==> src/include/fetch_macros.svh <==
//--------------------------------------------------
// widths and sizes shared by the fetch stage
// include before any package or module using them
//--------------------------------------------------
`ifndef FETCH_MACROS_SVH
`define FETCH_MACROS_SVH

// byte address and instruction word widths
`define ADDR_BITS 16
`define INST_BITS 32

// request tag, carries the fetch epoch
`define OPAQ_BITS 4

// first pc after reset
`define RST_ADDR 16'h0100

// memory depth in words, queue depth in entries (power of two)
`define MEM_WORDS 256
`define QUEUE_DEPTH 4
`define QCNT_BITS ($clog2(`QUEUE_DEPTH) + 1)

`endif

==> src/logic/fetch_pkg.sv <==
//--------------------------------------------------
// fetch side types: message to decode, redirect
// from decode and the issue state of the fetch unit
//--------------------------------------------------
`default_nettype none

`include "fetch_macros.svh"

package fetch_pkg;

  // instruction handed to decode with its pc
  typedef struct packed {
    logic [`INST_BITS-1:0] inst;
    logic [`ADDR_BITS-1:0] pc;
  } f_d_msg_t;

  // branch or jump target, val is a one cycle pulse
  typedef struct packed {
    logic                  val;
    logic [`ADDR_BITS-1:0] target;
  } redirect_t;

  // issue state
  typedef enum logic {
    FETCH_IDLE,
    FETCH_RUN
  } fetch_state_e;

endpackage

`default_nettype wire

==> src/logic/fetch_queue.sv <==
//--------------------------------------------------
// circular FIFO of fetched instructions in front of
// decode; flush empties it on a redirect
//--------------------------------------------------
`timescale 1ns/10ps
`default_nettype none

`include "fetch_macros.svh"

module fetch_queue
  import fetch_pkg::*;
(
  input  logic                  clk,
  input  logic                  rst_n,
  input  logic                  enq_val,
  input  f_d_msg_t              enq_msg,
  input  logic                  flush,
  output logic                  d_val,
  output f_d_msg_t              d_msg,
  input  logic                  d_rdy,
  output logic [`QCNT_BITS-1:0] count
);

  // depth is a power of two, pointers wrap by themselves
  localparam int PTR_BITS = $clog2(`QUEUE_DEPTH);

  f_d_msg_t            entries [`QUEUE_DEPTH];
  logic [PTR_BITS-1:0] wr_ptr;
  logic [PTR_BITS-1:0] rd_ptr;
  logic                push;
  logic                pop;

  // head entry, hidden during a flush
  assign d_val = (count != '0) && !flush;
  assign d_msg = entries[rd_ptr];
  assign pop   = d_val && d_rdy;
  // never full on a push, fetch unit holds credit
  assign push  = enq_val && !flush;

  always_ff @(posedge clk) begin
    if (!rst_n) begin
      wr_ptr <= '0;
      rd_ptr <= '0;
      count  <= '0;
    end else if (flush) begin
      wr_ptr <= '0;
      rd_ptr <= '0;
      count  <= '0;
    end else begin
      if (push) wr_ptr <= wr_ptr + 1'b1;
      if (pop)  rd_ptr <= rd_ptr + 1'b1;
      // push and pop together leave count alone
      case ({push, pop})
        2'b10:   count <= count + 1'b1;
        2'b01:   count <= count - 1'b1;
        default: count <= count;
      endcase
    end
  end

  always_ff @(posedge clk) begin
    if (push) begin
      entries[wr_ptr] <= enq_msg;
    end
  end

endmodule

`default_nettype wire

==> config.mk <==
export PLATFORM = sky130hd
export DESIGN_NAME = fetch_queue
export DESIGN_NICKNAME = d
export VERILOG_FILES = /design/src/logic/fetch_pkg.sv /design/src/logic/fetch_queue.sv
export VERILOG_INCLUDE_DIRS = /design/src /design/src/include
export SDC_FILE = /design/constraint.sdc
export NUM_CORES = 1
export LEC_CHECK = 0
export BUFFER_PORTS_ARGS = -buffer_cell sky130_fd_sc_hd__buf_4
export CAP_MARGIN = 20
export CELL_PAD_IN_SITES_DETAIL_PLACEMENT = 0
export CELL_PAD_IN_SITES_GLOBAL_PLACEMENT = 1
export CORE_ASPECT_RATIO = 1.2
export CORE_UTILIZATION = 45
export DETAILED_ROUTE_END_ITERATION = 10
export HOLD_SLACK_MARGIN = 0.06
export PLACE_DENSITY = 0.78
export SLEW_MARGIN = 10
export SYNTH_ARGS = -nofsm -noshare
export SYNTH_HDL_FRONTEND = slang
export SYNTH_SLANG_ARGS = --single-unit
==> constraint.sdc <==
create_clock -name clk -period 3.2 [get_ports clk]
set_input_delay 0.32 -clock clk [delete_from_list [all_inputs] [get_ports clk]]
set_output_delay 0.32 -clock clk [all_outputs]
set_load 0.02 [all_outputs]
==> results.md <==
- Run status: complete, no violations
- Layout overhead on the synthesized area: 28.5%
- Final routed DRC violation total: 0
- Biggest area consumer among synthesized cells: edfxtp_1
- First-iteration detailed-routing DRC count: 288
- Worst min-delay path category: in -> reg
- Effective utilization at floorplan: 0.466
- Number of antenna diodes: 0
- Global-route congestion overflow total: 0
- Fraction of final layout cells sized beyond drive strength 1: 0.396
- R2r startpoint: count[0]$_SDFFE_PP0P_
- Number of vias after detailed routing: 3,549
- Post-route clock period utilization: 0.814
- Number of global-route vias before repair: 3,742
- Global-route wire length before repair: 19.7 mm
- Most common cell after layout, fill and taps aside: edfxtp_1
- IR Drop Worst-Case VDD: 0.349 mV
- Post-CTS Setup Bufs: 0
- Max capacitance violation total: 0
- Clock tree from TritonCTS: built
- Transition at the pin with the smallest max-transition slack: 682 ps
- Final HPWL from detailed placement: 7.52 mm
- Leading post-synthesis cells by cell area: edfxtp_1 (78%), mux4_2 (15%), dfxtp_1 (2.4%)
- Mean Syn Cell Area: 24.4 µm²
- Number of instances in the synthesized netlist: 303
- Worst-case setup slack after placement: 992 ps
- Overall power consumption: 5.18 mW
- Clock transition at path regs: 60 ps
- Endpoint type of the worst setup path: output pin
- Final Hold Slack: 133 ps
- Total leakage power: 3.19 nW
- Final weighted congestion of routability-driven global placement: 0.654
- Synthesized net count: 362
- Highest fanout seen on the critical path: 30
- Final Max Tran Viols: 0
- Hold Fails Final Rpt: 0
- FP Rows: 50
- Post-route minimum period: 2610 ps
- Drt wl/cell: 18.3 µm
- Cell area power density: 546 mW/mm²
- Critical path startpoint category: flop
- Unrepaired setup endpoints after global routing: false
- Count of fill cells added during filler insertion: 1,179
- R2R depth: 8
- Achievable Freq: 384 MHz
- Crit path setup slack, layout: 594 ps
- Ports placed on the boundary: 105
- Setup skew after layout: 15.0 ps
- Worst Path Required: 2880 ps
- Global-route total usage across every layer: 0.154
- Core region area: 0.0158 mm²
- Post-layout utilization of the core: 0.599
- Signal arrival time at the worst endpoint: 2290 ps
- Leading cell types in the layout, fill and taps excluded: edfxtp_1 (192), buf_4 (108), mux4_2 (48), dlygate4sd3_1 (48), clkbuf_16 (19)
- Clock buffers created by TritonCTS: 19
- Flops & latches, synth: 201
- Antenna violations before repair: 0
- Critical setup path kind: reg -> out
- Depth of the worst hold-timing path: 3
- Register Area: 0.00595 mm²
- Post-synth top area share: 0.781
- Clk Latency, worst-skew pair: 480 ps
- Cell Area, Synth: 0.00738 mm²
- Clock Sinks: 201
- Total length of routed wires: 12.7 mm
- Buffer type at the clock tree root: clkbuf_16
- Maximum number of pins on one net before global-route repair: 31
- Die H: 142 µm
- Count of cell types in the netlist: 22
- Floorplan die width: 119 µm
- Post-DRT Antenna Nets: 0
- Number of iterations in the first detailed-routing pass: 4
- Yosys Warn Count: 0
- Sequential element share of the synthesized area: 0.806
- Die area: 0.0169 mm²
- Worst Min Path Start: enq_val
- Multi-input logic area: 0.00134 mm²
- Net count, final: 532
- CTS HTree Levels: 1
- Total setup violations reported at the end of the flow: 0
- Number of buffers inserted by port buffering: 104
- Sum of negative setup slack: 0 ps
- Vias per cell: 5.12
- Max Buffers Root-to-Sink: 3
- Slew headroom: 0.546
## path summary, 6_finish.rpt
check                           endpoint  slack, ps
setup reg to reg   count[2]$_SDFFE_PP0P_       1170
hold / removal    wr_ptr[0]$_SDFFE_PP0P_        130
setup / recovery               d_msg[39]        590
hold reg to reg                     flop        490
## state kept, by name (all words and copies together), names as in the netlist, named ones only
signal	flops
count	3
entries	192
rd_ptr	2
wr_ptr	2
## Yosys cell counts
cell      count
nor2b_1       1
buf_4         2
nand2_1       1
xor2_1        2
nand2b_1      2
buf_2         3
dfxtp_1       9
and2_1        4
or3_1         3
nor2_1        7
fa_1          1
nor3_1        1
mux2i_1       1
edfxtp_1    192
buf_6         3
clkbuf_1      3
o21ai_0       3
inv_1         6
mux4_2       48
a21oi_1       5
ha_1          5
xnor2_1       1
## layout make-up
cell class / instances / share of cell area
Clock buffer: 23 / 0.0517
Clock inverter: 10 / 0.00488
Inverter: 6 / 0.00237
Multi-Input combinational cell: 85 / 0.142
Sequential cell: 201 / 0.627
Tap cell: 208 / 0.0274
Timing Repair Buffer: 160 / 0.145
## worst max-delay path: stages (launching register included)
cell and delay (ps):
dfxtp_4 750, buf_4 350, mux4_2 540, buf_4 180
## stage by stage
step,instance area (µm²),instances
after global placement,8470,612
after floorplan,7380,303
after global routing,9480,693
final,9480,693
after detailed placement,8470,612
after CTS,9480,693
## power by group
| group | internal (mW) | switching [mW] | leakage [nW] |
|---|---|---|---|
| clock network | 1.09 | 0.869 | 0.271 |
| logic | 0.154 | 0.134 | 1.10 |
| registers | 2.93 | 0.0115 | 1.82 |
## kinds of logic after synthesis
| kind of cell | synth area share |
|---|---|
| xor+xnor | 0.00356 |
| mux | 0.148 |
| simple gates | 0.0132 |
| buf+inv | 0.0132 |
| flops | 0.806 |
| fa+ha+maj | 0.0112 |
| compound gates | 0.00542 |
## repair_timing
item	CTS	global route
hold buffers	48	0
gates resized for setup	0	0
hold endpoints to repair	192	0
## metal layers
metal  global-route usage  wire, µm  vias to the layer above
met1                0.197      5340                     1813
met4               0.0533       263                        0
met5                    0         0                        -
li1                     -         -                     1607
met2                0.269      6440                      106
met3               0.0260       625                       23
Power figures use the tool's default switching activity.
