--- config.mk ---
export PLATFORM = sky130hd
export DESIGN_NAME = fetch_unit
export DESIGN_NICKNAME = d
export VERILOG_FILES = /design/src/logic/fetch_pkg.sv /design/src/logic/mem_pkg.sv /design/src/logic/fetch_unit.sv
export VERILOG_INCLUDE_DIRS = /design/src /design/src/include
export SDC_FILE = /design/constraint.sdc
export NUM_CORES = 1
export LEC_CHECK = 0
export ABC_AREA = 1
export BUFFER_PORTS_ARGS = -buffer_cell sky130_fd_sc_hd__buf_2
export CAP_MARGIN = 10
export CORE_ASPECT_RATIO = 0.8
export CORE_MARGIN = 2
export CORE_UTILIZATION = 25
export DETAILED_ROUTE_END_ITERATION = 12
export PLACE_DENSITY = 0.55
export SLEW_MARGIN = 0
export SYNTH_ARGS = -nofsm -noshare
export SYNTH_HDL_FRONTEND = slang
export SYNTH_SLANG_ARGS = --single-unit
--- constraint.sdc ---
create_clock -name clk -period 3.87 [get_ports clk]
set_input_delay 0 -clock clk [delete_from_list [all_inputs] [get_ports clk]]
set_output_delay 0 -clock clk [all_outputs]
set_load 0.03 [all_outputs]
--- src/include/fetch_macros.svh ---
//--------------------------------------------------
// widths and sizes shared by the fetch stage
// include before any package or module using them
//--------------------------------------------------
`ifndef FETCH_MACROS_SVH
`define FETCH_MACROS_SVH

// byte address and instruction word widths
`define ADDR_BITS 16
`define INST_BITS 32

// request tag, carries the fetch epoch
`define OPAQ_BITS 4

// first pc after reset
`define RST_ADDR 16'h0100

// memory depth in words, queue depth in entries (power of two)
`define MEM_WORDS 256
`define QUEUE_DEPTH 4
`define QCNT_BITS ($clog2(`QUEUE_DEPTH) + 1)

`endif

--- src/logic/fetch_pkg.sv ---
//--------------------------------------------------
// fetch side types: message to decode, redirect
// from decode and the issue state of the fetch unit
//--------------------------------------------------
`default_nettype none

`include "fetch_macros.svh"

package fetch_pkg;

  // instruction handed to decode with its pc
  typedef struct packed {
    logic [`INST_BITS-1:0] inst;
    logic [`ADDR_BITS-1:0] pc;
  } f_d_msg_t;

  // branch or jump target, val is a one cycle pulse
  typedef struct packed {
    logic                  val;
    logic [`ADDR_BITS-1:0] target;
  } redirect_t;

  // issue state
  typedef enum logic {
    FETCH_IDLE,
    FETCH_RUN
  } fetch_state_e;

endpackage

`default_nettype wire

--- src/logic/mem_pkg.sv ---
//--------------------------------------------------
// request and response types of the instruction
// memory channel, shared by memory and fetch unit
//--------------------------------------------------
`default_nettype none

`include "fetch_macros.svh"

package mem_pkg;

  // read request, tag is opaque to the memory
  typedef struct packed {
    logic [`ADDR_BITS-1:0] addr;
    logic [`OPAQ_BITS-1:0] opaque;
  } mem_req_t;

  // read response, address and tag echoed back
  typedef struct packed {
    logic [`INST_BITS-1:0] data;
    logic [`ADDR_BITS-1:0] addr;
    logic [`OPAQ_BITS-1:0] opaque;
  } mem_resp_t;

endpackage

`default_nettype wire

--- src/logic/fetch_unit.sv ---
//--------------------------------------------------
// pc generation and request issue under credit,
// epoch tagging, drop of stale responses
//--------------------------------------------------
`timescale 1ns/10ps
`default_nettype none

`include "fetch_macros.svh"

module fetch_unit
  import mem_pkg::*;
  import fetch_pkg::*;
(
  input  logic                  clk,
  input  logic                  rst_n,
  input  logic                  fetch_en,
  input  redirect_t             redirect,
  // memory request
  output mem_req_t              mem_req,
  output logic                  mem_req_val,
  input  logic                  mem_req_rdy,
  // memory response
  input  mem_resp_t             mem_resp,
  input  logic                  mem_resp_val,
  output logic                  mem_resp_rdy,
  // queue side
  output logic                  enq_val,
  output f_d_msg_t              enq_msg,
  output logic                  flush,
  input  logic [`QCNT_BITS-1:0] queue_count
);

  fetch_state_e          state;
  logic [`ADDR_BITS-1:0] pc;
  logic [`OPAQ_BITS-1:0] epoch;
  // requests of the current epoch not yet back
  logic [`QCNT_BITS-1:0] inflight;
  logic [`QCNT_BITS:0]   used;
  logic                  has_credit;
  logic                  issue;

  //------------------------------------------------
  // credit and issue
  //------------------------------------------------

  // slots already claimed, in flight or queued
  assign used       = {1'b0, inflight} + {1'b0, queue_count};
  assign has_credit = used < `QUEUE_DEPTH;

  // nothing issued in a redirect cycle, next one is the target
  assign mem_req_val    = (state == FETCH_RUN) && has_credit && !redirect.val;
  assign mem_req.addr   = pc;
  assign mem_req.opaque = epoch;
  assign issue          = mem_req_val && mem_req_rdy;

  //------------------------------------------------
  // response path
  //------------------------------------------------

  // every response is taken, stale ones just vanish
  assign mem_resp_rdy = 1'b1;

  // tag must match the live epoch
  assign enq_val      = mem_resp_val && (mem_resp.opaque == epoch) && !redirect.val;
  assign enq_msg.inst = mem_resp.data;
  assign enq_msg.pc   = mem_resp.addr;
  assign flush        = redirect.val;

  //------------------------------------------------
  // state
  //------------------------------------------------

  // issue follows the fetch_en level
  always_ff @(posedge clk) begin
    if (!rst_n) begin
      state <= FETCH_IDLE;
    end else begin
      case (state)
        FETCH_IDLE: if (fetch_en)  state <= FETCH_RUN;
        FETCH_RUN:  if (!fetch_en) state <= FETCH_IDLE;
        default:    state <= FETCH_IDLE;
      endcase
    end
  end

  // redirect wins over sequential step
  always_ff @(posedge clk) begin
    if (!rst_n) begin
      pc <= `RST_ADDR;
    end else if (redirect.val) begin
      pc <= redirect.target;
    end else if (issue) begin
      pc <= pc + `ADDR_BITS'(4);
    end
  end

  // new epoch per redirect, old tags then mismatch
  always_ff @(posedge clk) begin
    if (!rst_n) begin
      epoch <= '0;
    end else if (redirect.val) begin
      epoch <= epoch + 1'b1;
    end
  end

  // old path requests no longer hold credit after a redirect
  always_ff @(posedge clk) begin
    if (!rst_n) begin
      inflight <= '0;
    end else if (redirect.val) begin
      inflight <= '0;
    end else begin
      case ({issue, enq_val})
        2'b10:   inflight <= inflight + 1'b1;
        2'b01:   inflight <= inflight - 1'b1;
        default: inflight <= inflight;
      endcase
    end
  end

endmodule

`default_nettype wire

==> qor.csv <==
stage,metric,value,unit
logic_synthesis,synth_cell_types,35,
final_layout,layout_commonest_cell,buf_2,
pwr,comb_power_share,0.207,
min_path,hp-class,in -> out,
die,fp.coreArea,7392,sq um
placement,place_congestion,0.8216,
routing,vias,1564,
timing,finalMaxSlewViolations,0,
routing,first_pass_iters,4,
pwr,p_per_area,327.6,nW/um^2
pwr,leakagePower,0.8730,nW
final_layout,layout-drive-gt1-share,0.2635,
timing,period_share,0.5549,
grt,grt_first_pass_wirelength,7396,um
timing,finalHoldViolations,0,
final_layout,fin_util,0.2668,
placement,dp_hpwl,3409,um
final_layout,synthToLayoutAreaGrowth,3.684,%
logic_synthesis,syn_area,1902,sq um
placement,placement.io_buffers,51,
routing,drcViolationCount,0,
timing,setup_viol,0,
grt,grt_overflow_total,0,
critical_path,worstPathCellList,"ha_1, nand3_1, nand2_1, nor2_4, nand2_4, ha_1, inv_1, fa_1, a21oi_1, o21ai_0, xor2_1, nor2_1",
critical_path,cp_slowest_cell,fa_1,
routing,drtIter0Drc,84,
critical_path,r2r_slack,1.72,ns
final_layout,antenna_cells,0,
die,dieArea,8325,sq um
pwr,p_seq_frac,0.433,
run,cap_violations,0,
pwr,internal_power,0.0004488,W
logic_synthesis,yosysSeqAreaShare,0.2526,
clock_tree,cts_tree,yes,
placement,place_area,1861,sq um
min_path,worstHoldPathCells,0,
die,fp.dieH,82.01,um
clock_tree,clk_latency,0.28,ns
logic_synthesis,syn_inst,273,
timing,fin_skew,0.003916,ns
critical_path,critPathKind,reg -> reg,
grt,antenna_found_initial,0,
min_path,hold_end,enq_msg[19],
critical_path,arrival,2.37,ns
die,io_pins,149,
routing,wl_per_cell,11.80,um
pwr,p_sw_frac,0.3052,
clock_tree,path_clk_slew,0.10,ns
critical_path,critical_path.reg2reg.startpoint,inflight[1]$_SDFFE_PP0P_,
critical_path,crit_top_cell,ha_1,
critical_path,r2r-end,inflight[2]$_SDFFE_PP0P_,
clock_tree,h-tree-depth,1,
final_layout,layout_common_cells,"buf_2, nand2_1, nor2_1, dfxtp_1, nand3_1",
pwr,clock_power_share,0.360,
pwr,power_switching,0.0001971,W
pwr,ir_drop,0.1013,mV
timing,setup_tns,0,ns
min_path,min_from,mem_resp[23],
status,outcome,"complete, no violations",
timing,rsz0062_at_grt,no,
critical_path,worst_setup_path_end_kind,flop,
final_layout,nFillCells,827,
critical_path,crit_family,adder cells,
grt,grt_max_degree,30,
final_layout,fin_area,1972,sq um
critical_path,path_max_fanout,9,
die,die_x,101.5,um
logic_synthesis,ys_ff_latch,24,
die,rows,28,
logic_synthesis,synth_area_per_cell,6.966,sq um
final_layout,nets,361,
critical_path,cpPeakStageDelay,0.37,ns
timing,max_freq,0.4657,GHz
grt,grt_pass1_vias,1545,
critical_path,start_kind,flop,
logic_synthesis,ys_warn_count,0,
die,initial_utilization,0.2573,
timing,whs,0.00001160,ns
routing,viasPerCell,4.094,
routing,postRouteAntennaNets,0,
critical_path,crit_required,4.10,ns
timing,fin_crit,2.148,ns
clock_tree,cts_buffers,3,
critical_path,reg2regPathDepth,12,
critical_path,crit_buf_inv,1,
logic_synthesis,synth_nets,356,
clock_tree,cts_setup_buffers,0,
clock_tree,clock_sinks,24,
routing,wl,4506,um
clock_tree,clock_path_buffers,2,
grt,track_usage,0.1136,
clock_tree,cts-root-buf,clkbuf_8,
==> metrics by stage <==
stage	worst slack (ns)	power, W	cells
2_1_floorplan	0.8172	0.0004685	273
3_3_place_gp	1.790	0.0004156	374
3_5_place_dp	1.724	0.0004174	374
4_1_cts	1.702	0.0006508	382
5_1_grt	1.467	0.0006804	382
6_report	1.722	0.0006459	382
==> cells by family after synthesis <==
| kind of cell | after synthesis | share of synthesized area |
|---|---|---|
| adder cells (fa/ha/maj) | 6 | 0.04342 |
| AND/OR/NAND/NOR | 125 | 0.3099 |
| flip-flops | 24 | 0.2526 |
| other | 1 | 0.001972 |
| buffers and inverters | 79 | 0.2763 |
| XOR/XNOR | 6 | 0.02763 |
| AO/OA/AOI/OAI | 32 | 0.08816 |
==> metal layers <==
layer  share of wire  track usage  vias up
met5               0            0        -
met3           0.075      0.04255        5
met1            0.47       0.1425      685
met4           0.012      0.03784        0
li1                -            -      831
met2            0.44       0.1796       43
==> state kept, by name, summed over array words and instances, names as in the netlist <==
register	count
epoch	4
inflight	3
state	1
pc	16
==> worst max-delay path by stage <==
stage,startpoint,to,slack (ns),cells after the start
2_1_floorplan,epoch[2]$_SDFFE_PN0P_,inflight[2]$_SDFFE_PP0P_,0.82,11
3_3_place_gp,inflight[1]$_SDFFE_PP0P_,inflight[2]$_SDFFE_PP0P_,1.79,12
3_5_place_dp,inflight[1]$_SDFFE_PP0P_,inflight[2]$_SDFFE_PP0P_,1.72,12
4_1_cts,inflight[1]$_SDFFE_PP0P_,inflight[2]$_SDFFE_PP0P_,1.70,12
5_1_grt,epoch[2]$_SDFFE_PN0P_,inflight[2]$_SDFFE_PP0P_,1.47,11
6_report,inflight[1]$_SDFFE_PP0P_,inflight[2]$_SDFFE_PP0P_,1.72,12
==> cells in the mapped netlist, drive strengths merged <==
cell / n / area (sq um)
buf: 55 / 427.9
nand2: 52 / 221.5
nor2: 35 / 151.4
dfxtp: 24 / 480.5
inv: 23 / 93.84
nand3: 22 / 110.1
a21oi: 15 / 75.07
o21ai: 13 / 65.06
or2: 7 / 43.79
ha: 5 / 62.56
xor2: 4 / 35.03
nand3b: 2 / 15.01
nand4: 2 / 12.51
nor3: 2 / 10.01
nor4: 2 / 12.51
xnor2: 2 / 17.52
a211oi: 1 / 7.510
a31oi: 1 / 6.260
clkinv: 1 / 3.750
conb: 1 / 3.750
fa: 1 / 20.02
nor3b: 1 / 12.51
o211ai: 1 / 7.510
o22ai: 1 / 6.260
==> area by class of cell <==
type,instances,area [sq um],share of cell area
multi-input combinational,170,895.9,0.4543
sequential,24,480.5,0.2437
timing repair buffer,55,295.3,0.1497
tap,105,131.4,0.06662
inverter,24,97.59,0.04949
clock buffer,3,41.29,0.02094
clock inverter,1,30.03,0.01523
==> power by group through the flow <==
stage	Clock, W	Sequential, W	Combinational [W]
4_1_cts	0.000235	0.000280	0.000136
3_5_place_dp	0	0.000286	0.000132
6_report	0.000232	0.000280	0.000134
5_1_grt	0.000247	0.000283	0.000150
3_3_place_gp	0	0.000285	0.000131
2_1_floorplan	0	0.000308	0.000160
==> what timing repair did <==
action	CTS	global route
setup endpoints to repair	0	0
hold buffers	4	0
resized for setup	0	0
hold endpoints to repair	4	0
(Power assumes the default switching activity.)
